[config.mk]
export PLATFORM = sky130hd
export DESIGN_NAME = ollarCore
export DESIGN_NICKNAME = d
export VERILOG_FILES = /design/src/hw/ollarPkg.sv /design/src/hw/memBusIf.sv /design/src/hw/busMaster.sv /design/src/hw/regFile.sv /design/src/hw/alu.sv /design/src/hw/coreControl.sv /design/src/hw/ollarCore.sv
export SDC_FILE = /design/constraint.sdc
export NUM_CORES = 2
export LEC_CHECK = 0
export BUFFER_PORTS_ARGS = -buffer_cell sky130_fd_sc_hd__clkbuf_2
export CORE_UTILIZATION = 25
export DETAILED_ROUTE_END_ITERATION = 8
export GPL_TIMING_DRIVEN = 1
export PLACE_DENSITY = 0.51
export SLEW_MARGIN = 25
export SYNTH_ARGS = -nofsm -noshare
export SYNTH_HDL_FRONTEND = slang
export SYNTH_SLANG_ARGS = --single-unit
[constraint.sdc]
create_clock -name Clock -period 10.9 [get_ports Clock]
set_clock_uncertainty 0.05 [all_clocks]
set_input_delay 1.635 -clock Clock [delete_from_list [all_inputs] [get_ports Clock]]
set_output_delay 1.635 -clock Clock [all_outputs]
set_load 0.05 [all_outputs]
[src/hw/ollarPkg.sv]
// Core-wide widths, flag bit positions, instruction opcodes
// and controller state encoding
`default_nettype none

package ollarPkg;

	localparam int WordWidth = 32;
	localparam int RegCount = 32;

	// Status flag bit positions
	localparam int FlagC = 0;
	localparam int FlagN = 1;
	localparam int FlagV = 2;
	localparam int FlagZ = 3;

	typedef logic [WordWidth-1:0] word_t;
	typedef logic [$clog2(RegCount)-1:0] regIndex_t;
	typedef logic [3:0] flags_t;
	typedef logic [7:0] condition_t; // Mask nibble over value nibble

	localparam word_t ResetPc = '0;

	typedef enum logic [7:0]
	{
		OpNop = 8'h00,
		OpJmp = 8'h01,
		OpLd = 8'h02,
		OpSt = 8'h03,
		OpSet = 8'h04,
		OpClr = 8'h05,
		OpCpy = 8'h08,
		OpAdd = 8'h40,
		OpSub = 8'h41,
		OpAnd = 8'h80,
		OpOr = 8'h82,
		OpXor = 8'h84,
		OpNot = 8'h87,
		OpSrl = 8'hC0,
		OpSll = 8'hC1,
		OpSra = 8'hC4,
		OpSlr = 8'hC9
	} opcode_t;

	// One instruction in flight, one bus transfer per fetch or access
	typedef enum logic [1:0]
	{
		FetchInstr,
		FetchImm,
		Execute,
		MemAccess
	} ctrlState_t;

endpackage

`default_nettype wire

[src/hw/memBusIf.sv]
// Single memory transfer request between controller and bus master
`timescale 1ns/100ps
`default_nettype none

interface memBusIf;
	logic req; // Held until done
	logic write;
	ollarPkg::word_t address;
	ollarPkg::word_t writeData;
	logic done; // One cycle pulse
	ollarPkg::word_t readData;

	modport controller (output req, write, address, writeData, input done, readData);
	modport master (input req, write, address, writeData, output done, readData);
endinterface

`default_nettype wire

[src/hw/busMaster.sv]
// Four-phase req/ack requester between the controller and external memory
`timescale 1ns/100ps
`default_nettype none

module busMaster (
	input logic Clock,
	input logic rstN,
	memBusIf.master bus,
	output logic busReq,
	output logic busWrite,
	output ollarPkg::word_t busAddress,
	output ollarPkg::word_t busWriteData,
	input logic busAck,
	input ollarPkg::word_t busReadData
);

	typedef enum logic [1:0] {Idle, AwaitAck, AwaitRelease} phase_t;

	phase_t phase;
	logic doneReg;
	ollarPkg::word_t readDataReg;
	logic startXfer;

	// Request still high during the done cycle, ignore it there
	assign startXfer = (phase == Idle) && bus.req && !doneReg;

	assign bus.done = doneReg;
	assign bus.readData = readDataReg;

	always_ff @(posedge Clock or negedge rstN)
	begin
		if (!rstN)
		begin
			phase <= Idle;
			busReq <= 1'b0;
			busWrite <= 1'b0;
			doneReg <= 1'b0;
		end
		else
		begin
			doneReg <= 1'b0;
			case (phase)
				Idle:
				begin
					if (startXfer)
					begin
						busReq <= 1'b1;
						busWrite <= bus.write;
						phase <= AwaitAck;
					end
				end
				AwaitAck:
				begin
					if (busAck)
					begin
						busReq <= 1'b0; // Data captured this edge
						phase <= AwaitRelease;
					end
				end
				AwaitRelease:
				begin
					if (!busAck)
					begin
						busWrite <= 1'b0;
						doneReg <= 1'b1;
						phase <= Idle;
					end
				end
				default: phase <= Idle;
			endcase
		end
	end

	always_ff @(posedge Clock)
	begin
		if (startXfer)
		begin
			busAddress <= bus.address;
			busWriteData <= bus.writeData;
		end
		if ((phase == AwaitAck) && busAck)
			readDataReg <= busReadData; // Valid while ack high
	end

endmodule

`default_nettype wire

[src/hw/regFile.sv]
// General register file, two combinational read ports and one write port
`timescale 1ns/100ps
`default_nettype none

module regFile (
	input logic Clock,
	input logic rstN,
	input ollarPkg::regIndex_t readIndexA,
	input ollarPkg::regIndex_t readIndexB,
	output ollarPkg::word_t readDataA,
	output ollarPkg::word_t readDataB,
	input logic writeEnable,
	input ollarPkg::regIndex_t writeIndex,
	input ollarPkg::word_t writeData
);

	ollarPkg::word_t regs [ollarPkg::RegCount];

	assign readDataA = regs[readIndexA];
	assign readDataB = regs[readIndexB];

	always_ff @(posedge Clock or negedge rstN)
	begin
		if (!rstN)
		begin
			for (int i = 0; i < ollarPkg::RegCount; i++)
				regs[i] <= '0;
		end
		else if (writeEnable)
		begin
			regs[writeIndex] <= writeData; // Visible from next cycle
		end
	end

endmodule

`default_nettype wire

[src/hw/alu.sv]
// Combinational operation unit, result and new status flags
`timescale 1ns/100ps
`default_nettype none

module alu (
	input ollarPkg::opcode_t opcode,
	input ollarPkg::word_t operandA,
	input ollarPkg::word_t operandB,
	input ollarPkg::flags_t flagsIn,
	output ollarPkg::word_t result,
	output ollarPkg::flags_t flagsOut
);

	logic [ollarPkg::WordWidth:0] sum;
	logic carry;
	logic overflow;
	logic keepFlags;

	assign sum = {1'b0, operandA} + {1'b0, operandB}; // Extra bit is carry out

	always_comb
	begin
		result = operandA;
		carry = 1'b0;
		overflow = 1'b0;
		keepFlags = 1'b0;
		case (opcode)
			ollarPkg::OpAdd:
			begin
				result = sum[ollarPkg::WordWidth-1:0];
				carry = sum[ollarPkg::WordWidth];
				overflow = (operandA[31] == operandB[31]) && (result[31] != operandA[31]);
			end
			ollarPkg::OpSub:
			begin
				result = operandA - operandB;
				carry = operandA >= operandB; // No borrow
				overflow = (operandA[31] != operandB[31]) && (result[31] != operandA[31]);
			end
			ollarPkg::OpAnd: result = operandA & operandB;
			ollarPkg::OpOr: result = operandA | operandB;
			ollarPkg::OpXor: result = operandA ^ operandB;
			ollarPkg::OpNot: result = ~operandA;
			ollarPkg::OpSrl:
			begin
				result = {1'b0, operandA[31:1]};
				carry = operandA[0];
			end
			ollarPkg::OpSll:
			begin
				result = {operandA[30:0], 1'b0};
				carry = operandA[31];
			end
			ollarPkg::OpSra:
			begin
				result = {operandA[31], operandA[31:1]}; // Sign kept
				carry = operandA[0];
			end
			ollarPkg::OpSlr: result = {operandA[30:0], operandA[31]};
			ollarPkg::OpSet: result = operandB;
			ollarPkg::OpCpy: result = operandA;
			ollarPkg::OpLd: result = operandA; // Memory word arrives on A
			ollarPkg::OpClr: result = '0;
			default: keepFlags = 1'b1; // NOP, JMP, ST
		endcase

		if (keepFlags)
		begin
			flagsOut = flagsIn;
		end
		else
		begin
			flagsOut[ollarPkg::FlagC] = carry;
			flagsOut[ollarPkg::FlagN] = result[31];
			flagsOut[ollarPkg::FlagV] = overflow;
			flagsOut[ollarPkg::FlagZ] = result == '0;
		end
	end

endmodule

`default_nettype wire

[src/hw/coreControl.sv]
// Instruction sequencing FSM with program counter, status register,
// decode, condition test and operand selection
`timescale 1ns/100ps
`default_nettype none

module coreControl (
	input logic Clock,
	input logic rstN,
	memBusIf.controller bus,
	output ollarPkg::regIndex_t readIndexA,
	output ollarPkg::regIndex_t readIndexB,
	input ollarPkg::word_t readDataA,
	input ollarPkg::word_t readDataB,
	output logic writeEnable,
	output ollarPkg::regIndex_t writeIndex,
	output ollarPkg::word_t writeData,
	output ollarPkg::opcode_t aluOpcode,
	output ollarPkg::word_t aluOperandA,
	output ollarPkg::word_t aluOperandB,
	output ollarPkg::flags_t aluFlagsIn,
	input ollarPkg::word_t aluResult,
	input ollarPkg::flags_t aluFlagsOut
);

	ollarPkg::ctrlState_t state;
	ollarPkg::word_t pc;
	ollarPkg::flags_t status;
	ollarPkg::word_t instr;
	ollarPkg::word_t imm;
	logic memReq;
	logic memWrite;
	ollarPkg::word_t memAddress;
	ollarPkg::word_t memWriteData;

	ollarPkg::opcode_t opcode;
	logic option;
	ollarPkg::condition_t condition;
	logic condPass;
	logic writesReg;
	ollarPkg::word_t offset;
	ollarPkg::word_t effAddress;

	assign opcode = ollarPkg::opcode_t'(instr[31:24]);
	assign option = instr[23];
	assign condition = instr[22:15];

	// Masked flags must match their value bits
	assign condPass = ((status ^ condition[3:0]) & condition[7:4]) == '0;

	assign readIndexA = instr[14:10];
	assign readIndexB = (opcode == ollarPkg::OpSt) ? instr[4:0] : instr[9:5]; // ST reads rD
	assign offset = option ? imm : '0;
	assign effAddress = readDataA + offset;

	assign aluOpcode = opcode;
	assign aluOperandA = (opcode == ollarPkg::OpLd) ? bus.readData : readDataA;
	assign aluOperandB = option ? imm : readDataB;
	assign aluFlagsIn = status;

	always_comb
	begin
		case (opcode)
			ollarPkg::OpSet, ollarPkg::OpClr, ollarPkg::OpCpy,
			ollarPkg::OpAdd, ollarPkg::OpSub, ollarPkg::OpAnd, ollarPkg::OpOr,
			ollarPkg::OpXor, ollarPkg::OpNot, ollarPkg::OpSrl, ollarPkg::OpSll,
			ollarPkg::OpSra, ollarPkg::OpSlr: writesReg = 1'b1;
			default: writesReg = 1'b0;
		endcase
	end

	assign writeIndex = instr[4:0];
	assign writeData = aluResult;
	assign writeEnable = ((state == ollarPkg::Execute) && condPass && writesReg) ||
		((state == ollarPkg::MemAccess) && bus.done && (opcode == ollarPkg::OpLd));

	assign bus.req = memReq;
	assign bus.write = memWrite;
	assign bus.address = memAddress;
	assign bus.writeData = memWriteData;

	always_ff @(posedge Clock or negedge rstN)
	begin
		if (!rstN)
		begin
			state <= ollarPkg::FetchInstr;
			pc <= ollarPkg::ResetPc;
			status <= '0;
			memReq <= 1'b0;
			memWrite <= 1'b0;
		end
		else
		begin
			case (state)
				ollarPkg::FetchInstr, ollarPkg::FetchImm:
				begin
					if (!memReq)
					begin
						memReq <= 1'b1; // Read of pc
						memWrite <= 1'b0;
					end
					else if (bus.done)
					begin
						memReq <= 1'b0;
						pc <= pc + 1'b1;
						if ((state == ollarPkg::FetchInstr) && bus.readData[23])
							state <= ollarPkg::FetchImm;
						else
							state <= ollarPkg::Execute;
					end
				end
				ollarPkg::Execute:
				begin
					state <= ollarPkg::FetchInstr;
					if (condPass)
					begin
						case (opcode)
							ollarPkg::OpJmp: pc <= effAddress;
							ollarPkg::OpLd, ollarPkg::OpSt:
							begin
								memReq <= 1'b1;
								memWrite <= opcode == ollarPkg::OpSt;
								state <= ollarPkg::MemAccess;
							end
							default:
							begin
								if (writesReg)
									status <= aluFlagsOut;
							end
						endcase
					end
				end
				ollarPkg::MemAccess:
				begin
					if (bus.done)
					begin
						memReq <= 1'b0;
						memWrite <= 1'b0;
						state <= ollarPkg::FetchInstr;
						if (opcode == ollarPkg::OpLd)
						begin
							status[ollarPkg::FlagN] <= aluFlagsOut[ollarPkg::FlagN];
							status[ollarPkg::FlagZ] <= aluFlagsOut[ollarPkg::FlagZ];
						end
					end
				end
				default: state <= ollarPkg::FetchInstr;
			endcase
		end
	end

	always_ff @(posedge Clock)
	begin
		if (((state == ollarPkg::FetchInstr) || (state == ollarPkg::FetchImm)) && !memReq)
			memAddress <= pc;
		if ((state == ollarPkg::FetchInstr) && memReq && bus.done)
			instr <= bus.readData;
		if ((state == ollarPkg::FetchImm) && memReq && bus.done)
			imm <= bus.readData;
		if (state == ollarPkg::Execute)
		begin
			memAddress <= effAddress; // Used only by LD and ST
			memWriteData <= readDataB;
		end
	end

endmodule

`default_nettype wire

[src/hw/ollarCore.sv]
// Core top level, controller, register file, ALU and memory bus master
`timescale 1ns/100ps
`default_nettype none

module ollarCore (
	input logic Clock,
	input logic rstN,
	output logic busReq,
	output logic busWrite,
	output ollarPkg::word_t busAddress,
	output ollarPkg::word_t busWriteData,
	input logic busAck,
	input ollarPkg::word_t busReadData
);

	ollarPkg::regIndex_t readIndexA;
	ollarPkg::regIndex_t readIndexB;
	ollarPkg::regIndex_t writeIndex;
	ollarPkg::word_t readDataA;
	ollarPkg::word_t readDataB;
	ollarPkg::word_t writeData;
	logic writeEnable;
	ollarPkg::opcode_t aluOpcode;
	ollarPkg::word_t aluOperandA;
	ollarPkg::word_t aluOperandB;
	ollarPkg::word_t aluResult;
	ollarPkg::flags_t aluFlagsIn;
	ollarPkg::flags_t aluFlagsOut;

	memBusIf memBus ();

	coreControl control (
		.Clock, .rstN, .bus(memBus.controller),
		.readIndexA, .readIndexB, .readDataA, .readDataB,
		.writeEnable, .writeIndex, .writeData,
		.aluOpcode, .aluOperandA, .aluOperandB, .aluFlagsIn, .aluResult, .aluFlagsOut
	);

	regFile registers (
		.Clock, .rstN, .readIndexA, .readIndexB, .readDataA, .readDataB,
		.writeEnable, .writeIndex, .writeData
	);

	alu opUnit (
		.opcode(aluOpcode), .operandA(aluOperandA), .operandB(aluOperandB),
		.flagsIn(aluFlagsIn), .result(aluResult), .flagsOut(aluFlagsOut)
	);

	busMaster master (
		.Clock, .rstN, .bus(memBus.master),
		.busReq, .busWrite, .busAddress, .busWriteData, .busAck, .busReadData
	);

endmodule

`default_nettype wire

==> metrics.md <==
| Metric | Value |
|---|---|
| Top achievable clock speed | `0.1029 GHz` |
| Max-Cap Viols | `0` |
| Hold path start | `control.bus.writeData[18]` |
| Pin count of the biggest net entering global routing | `around 170` |
| Hold crit path type | `flip-flop to flip-flop` |
| IO buf count | `100` |
| Register area share after synthesis | `0.4515` |
| Post-CTS Setup Repair Bufs | `0` |
| Number of synthesized flops with an enable pin | `approximately 220` |
| PwrDens | `approximately 160 nW/um^2` |
| Share of layout cells above drive strength 1 | `0.1374` |
| Synth Area per Inst | `~9.4 sq um` |
| Synth top area cells | `dfrtp_1 (36%), edfxtp_1 (9.1%), nand2_1 (7.9%)` |
| Die ar. | `about 300,000 sq um` |
| Final ANT Viol Nets | `0` |
| Min cycle time layout | `approximately 9.7 ns` |
| Multi-input logic area | `roughly 38,000 sq um` |
| CP max stage cell | `nor3_1` |
| CTS max path bufs | `3` |
| Worst vdd ir | `around 180 uV` |
| Status | `complete, but fails checks` |
| Gate power share | `0.219` |
| Gr usage total | `0.2261` |
| Sequential power share | `0.402` |
| Via count | `between 60,000 and 70,000` |
| GRT overflow | `0` |
| Wire per inst | `a little under 30 um` |
| Die Y | `546.6 um` |
| CTS-repair resized insts | `0` |
| Max Slew Vio Count | `0` |
| Failing checks | `DRC` |
| Width of the die | `roughly 550 um` |
| Critical path's largest stage delay | `between 0.8 and 0.9 ns` |
| WP buf/inv | `4` |
| Rows | `approximately 200` |
| Worst path most repeated cell | `buf_4` |
| Post-CTS Hold Fix Bufs | `0` |
| Final WL | `around 350,000 um` |
| Reg area | `roughly 33,000 sq um` |
| Crit path kind | `flip-flop to flip-flop` |
| Hold Fails Final Rpt | `0` |
| RSZ-0062 raised after global routing | `false` |
| Placer Congestion | `around 0.97` |
| Worst relative slew slack | `0.1642` |
| Mapped cell area | `between 70,000 and 80,000 sq um` |
| IO Pins | `a little over 100` |
| Final period util | `0.8912` |
| Internal power | `approximately 9000 uW` |
| Worst setup path startpoint | `control.instr[24]` |
| Fill count | `roughly 30,000` |
| Flops & latches, synth | `about 1,300` |
| Drt pass-1 iters | `9` |
| Final Power | `13,900 uW` |
| Post-synth ARST share | `0.8268` |
| Worst-Skew Late Latency | `~0.87 ns` |
| Root Buffer | `clkbuf_16` |
| Switch Pwr | `just under 5000 uW` |
| Worst EP arrival | `approximately 10 ns` |
| Initial drt markers | `8,992` |
| Ys flop type | `dfrtp_1` |
| Nets@finish | `a little under 8,000` |
| Sw Ratio | `0.3513` |
| R2R setup slack | `around 1.2 ns` |
| Setup TNS | `0 ns` |
| Dpl hpwl | `around 230,000 um` |
| Setup violators final | `0` |
| Initial antenna violation count | `27` |
| Yosys top cell area share | `0.3608` |
| Reg2reg start | `control.instr[24]` |
| CTS tree | `built` |
| Residual DRC | `38` |
| P_leak | `~0.035 uW` |
| Number of buffers created by CTS | `155` |
| CP top delay family | `simple AND/OR/NAND/NOR gates` |
| Critical path cell sequence | `and4bb_2 > buf_4 > a21boi_1 > nor2_4 > buf_4 > nor2_2 > buf_4 > a221oi_1 > nand3_1 > nand3_1 > mux2i_1 > fa_1 > nor2b_1 > o21ai_0 > a21oi_1 > o31a_1 > nor3_1 > mux2i_1 > a2111oi_0 > a32o_1 > buf_4 > o21ai_0` |
| Worst-path clk slew | `0.07 ns` |
| Yosys cell types | `104` |
| First-pass GRT wire length | `489,100 um` |
| CTS Sinks | `1,293` |
| Clock power share | `0.379` |
| Worst Setup End Kind | `flip-flop` |
| Worst-Margin Slew | `1.246 ns` |
| Vias in the first global route | `about 64,000` |
| YS warnings | `0` |
| Startpoint Class | `flip-flop` |
| Core Area | `just under 300,000 sq um` |
| Synth-to-Final Area Change | `14.09%` |
| Number of H-tree levels | `4` |
| Initial Utilization | `0.2517` |
| Area leader, netlist | `dfrtp_1` |
| Syn nets | `between 8,000 and 9,000` |
| Critical Path RT | `roughly 12 ns` |
| Avg Vias per Cell | `around 5.7` |
| Crit Path Max Fanout | `32` |
| Synthesized instance count | `between 7,000 and 8,000` |
-- synth_stat cells (68+ instances only) --
library cell  number
a211oi_1         126
a21oi_1          241
a22oi_1          202
and3_1           138
buf_2            134
clkbuf_1         499
dfrtp_1         1069
edfxtp_1         224
ha_1             130
inv_1            154
mux2_2           158
mux2i_1          423
mux4_2           145
nand2_1         1552
nand2b_1          68
nand3_1          163
nor2_1           242
o21ai_0         1099
-- metal layers --
layer,GRT usage,up-vias,part of all wire
met1,0.2945,33446,0.41
met2,0.3328,3783,0.42
met4,0.1243,16,0.060
met3,0.06908,914,0.11
met5,0,-,0.00032
li1,-,28336,-
-- worst paths after layout --
| path | end | cells past startpoint |
|---|---|---|
| setup / recovery | registers.regs[890] | 22 |
| hold / removal | master.busWriteData[18] | 0 |
| setup reg to reg | registers.regs[890] | 22 |
| hold reg to reg | master.busWriteData[18] | 0 |
| max in group asynchronous | control.aluFlagsIn[3] | 3 |
| min in group asynchronous | registers.regs[710] | 1 |
-- kinds of logic after synthesis --
family,Yosys count,synth area share
XOR/XNOR,47,0.005552
adder cells (fa/ha/maj),133,0.02275
AND/OR/NAND/NOR,2472,0.1464
AO/OA/AOI/OAI,2342,0.1997
multiplexers,730,0.1258
flip-flops,1293,0.4515
buffers and inverters,857,0.04833
-- registers in the layout, summed over array words and instances (netlist names) --
| signal | cells |
|---|---|
| control.aluFlagsIn | 4 |
| control.bus.address | 32 |
| control.bus.req | 1 |
| control.bus.write | 1 |
| control.bus.writeData | 32 |
| control.imm | 32 |
| control.instr | 32 |
| control.pc | 32 |
| control.state | 2 |
| master.bus.done | 1 |
| master.bus.readData | 32 |
| master.busAddress | 32 |
| master.busReq | 1 |
| master.busWrite | 1 |
| master.busWriteData | 32 |
| master.phase | 2 |
| registers.regs | 1024 |
-- cell usage in the layout (no fill, tap or decap), drive strengths merged, types with 68 or more instances in the layout --
cell	synthesis	final
dfrtp	1069	1069
mux4	145	145
o21ai	1114	1114
mux2	162	162
inv	156	168
nand2	1556	1556
edfxtp	224	224
a22oi	202	202
a21oi	241	241
mux2i	423	423
clkbuf	499	324
nor2	246	246
ha	130	130
buf	199	273
nand3	163	163
a211oi	129	129
and3	138	138
nand2b	68	68
-- cell type report --
class                      instances  area share
multi-input combinational       5724      0.4467
sequential                      1293      0.3957
tap                             3919     0.05796
clock buffer                     224     0.05223
timing repair buffer             373     0.03196
clock inverter                    59    0.008150
inverter                         159    0.007070
antenna                            6   0.0001775
-- power by group through the flow --
stage / registers, uW / logic (uW) / clock network (uW)
final: 5590 / 3050 / 5260
after CTS: 5590 / 2980 / 5330
after detailed placement: 5670 / 2970 / 0
after global placement: 5670 / 2950 / 0
after floorplan: 6000 / 1400 / 0
after global routing: 5620 / 3180 / 5520
-- through the flow --
| stage | worst slack, ns | utilization | hold WS (ns) | area [sq um] | instances |
|---|---|---|---|---|---|
| after floorplan | 3.221 | - | 0.3503 | 74140 | 7874 |
| after global placement | 1.573 | 0.2694 | 0.3509 | 79340 | 11463 |
| after detailed placement | 1.494 | 0.2696 | 0.3545 | 79410 | 11464 |
| after CTS | 1.453 | 0.2869 | 0.3669 | 84510 | 11747 |
| after global routing | 0.9192 | 0.2872 | 0.3705 | 84580 | 11752 |
| final | 1.186 | 0.2872 | 0.3670 | 84590 | 11757 |
(Power assumes the default switching activity.)
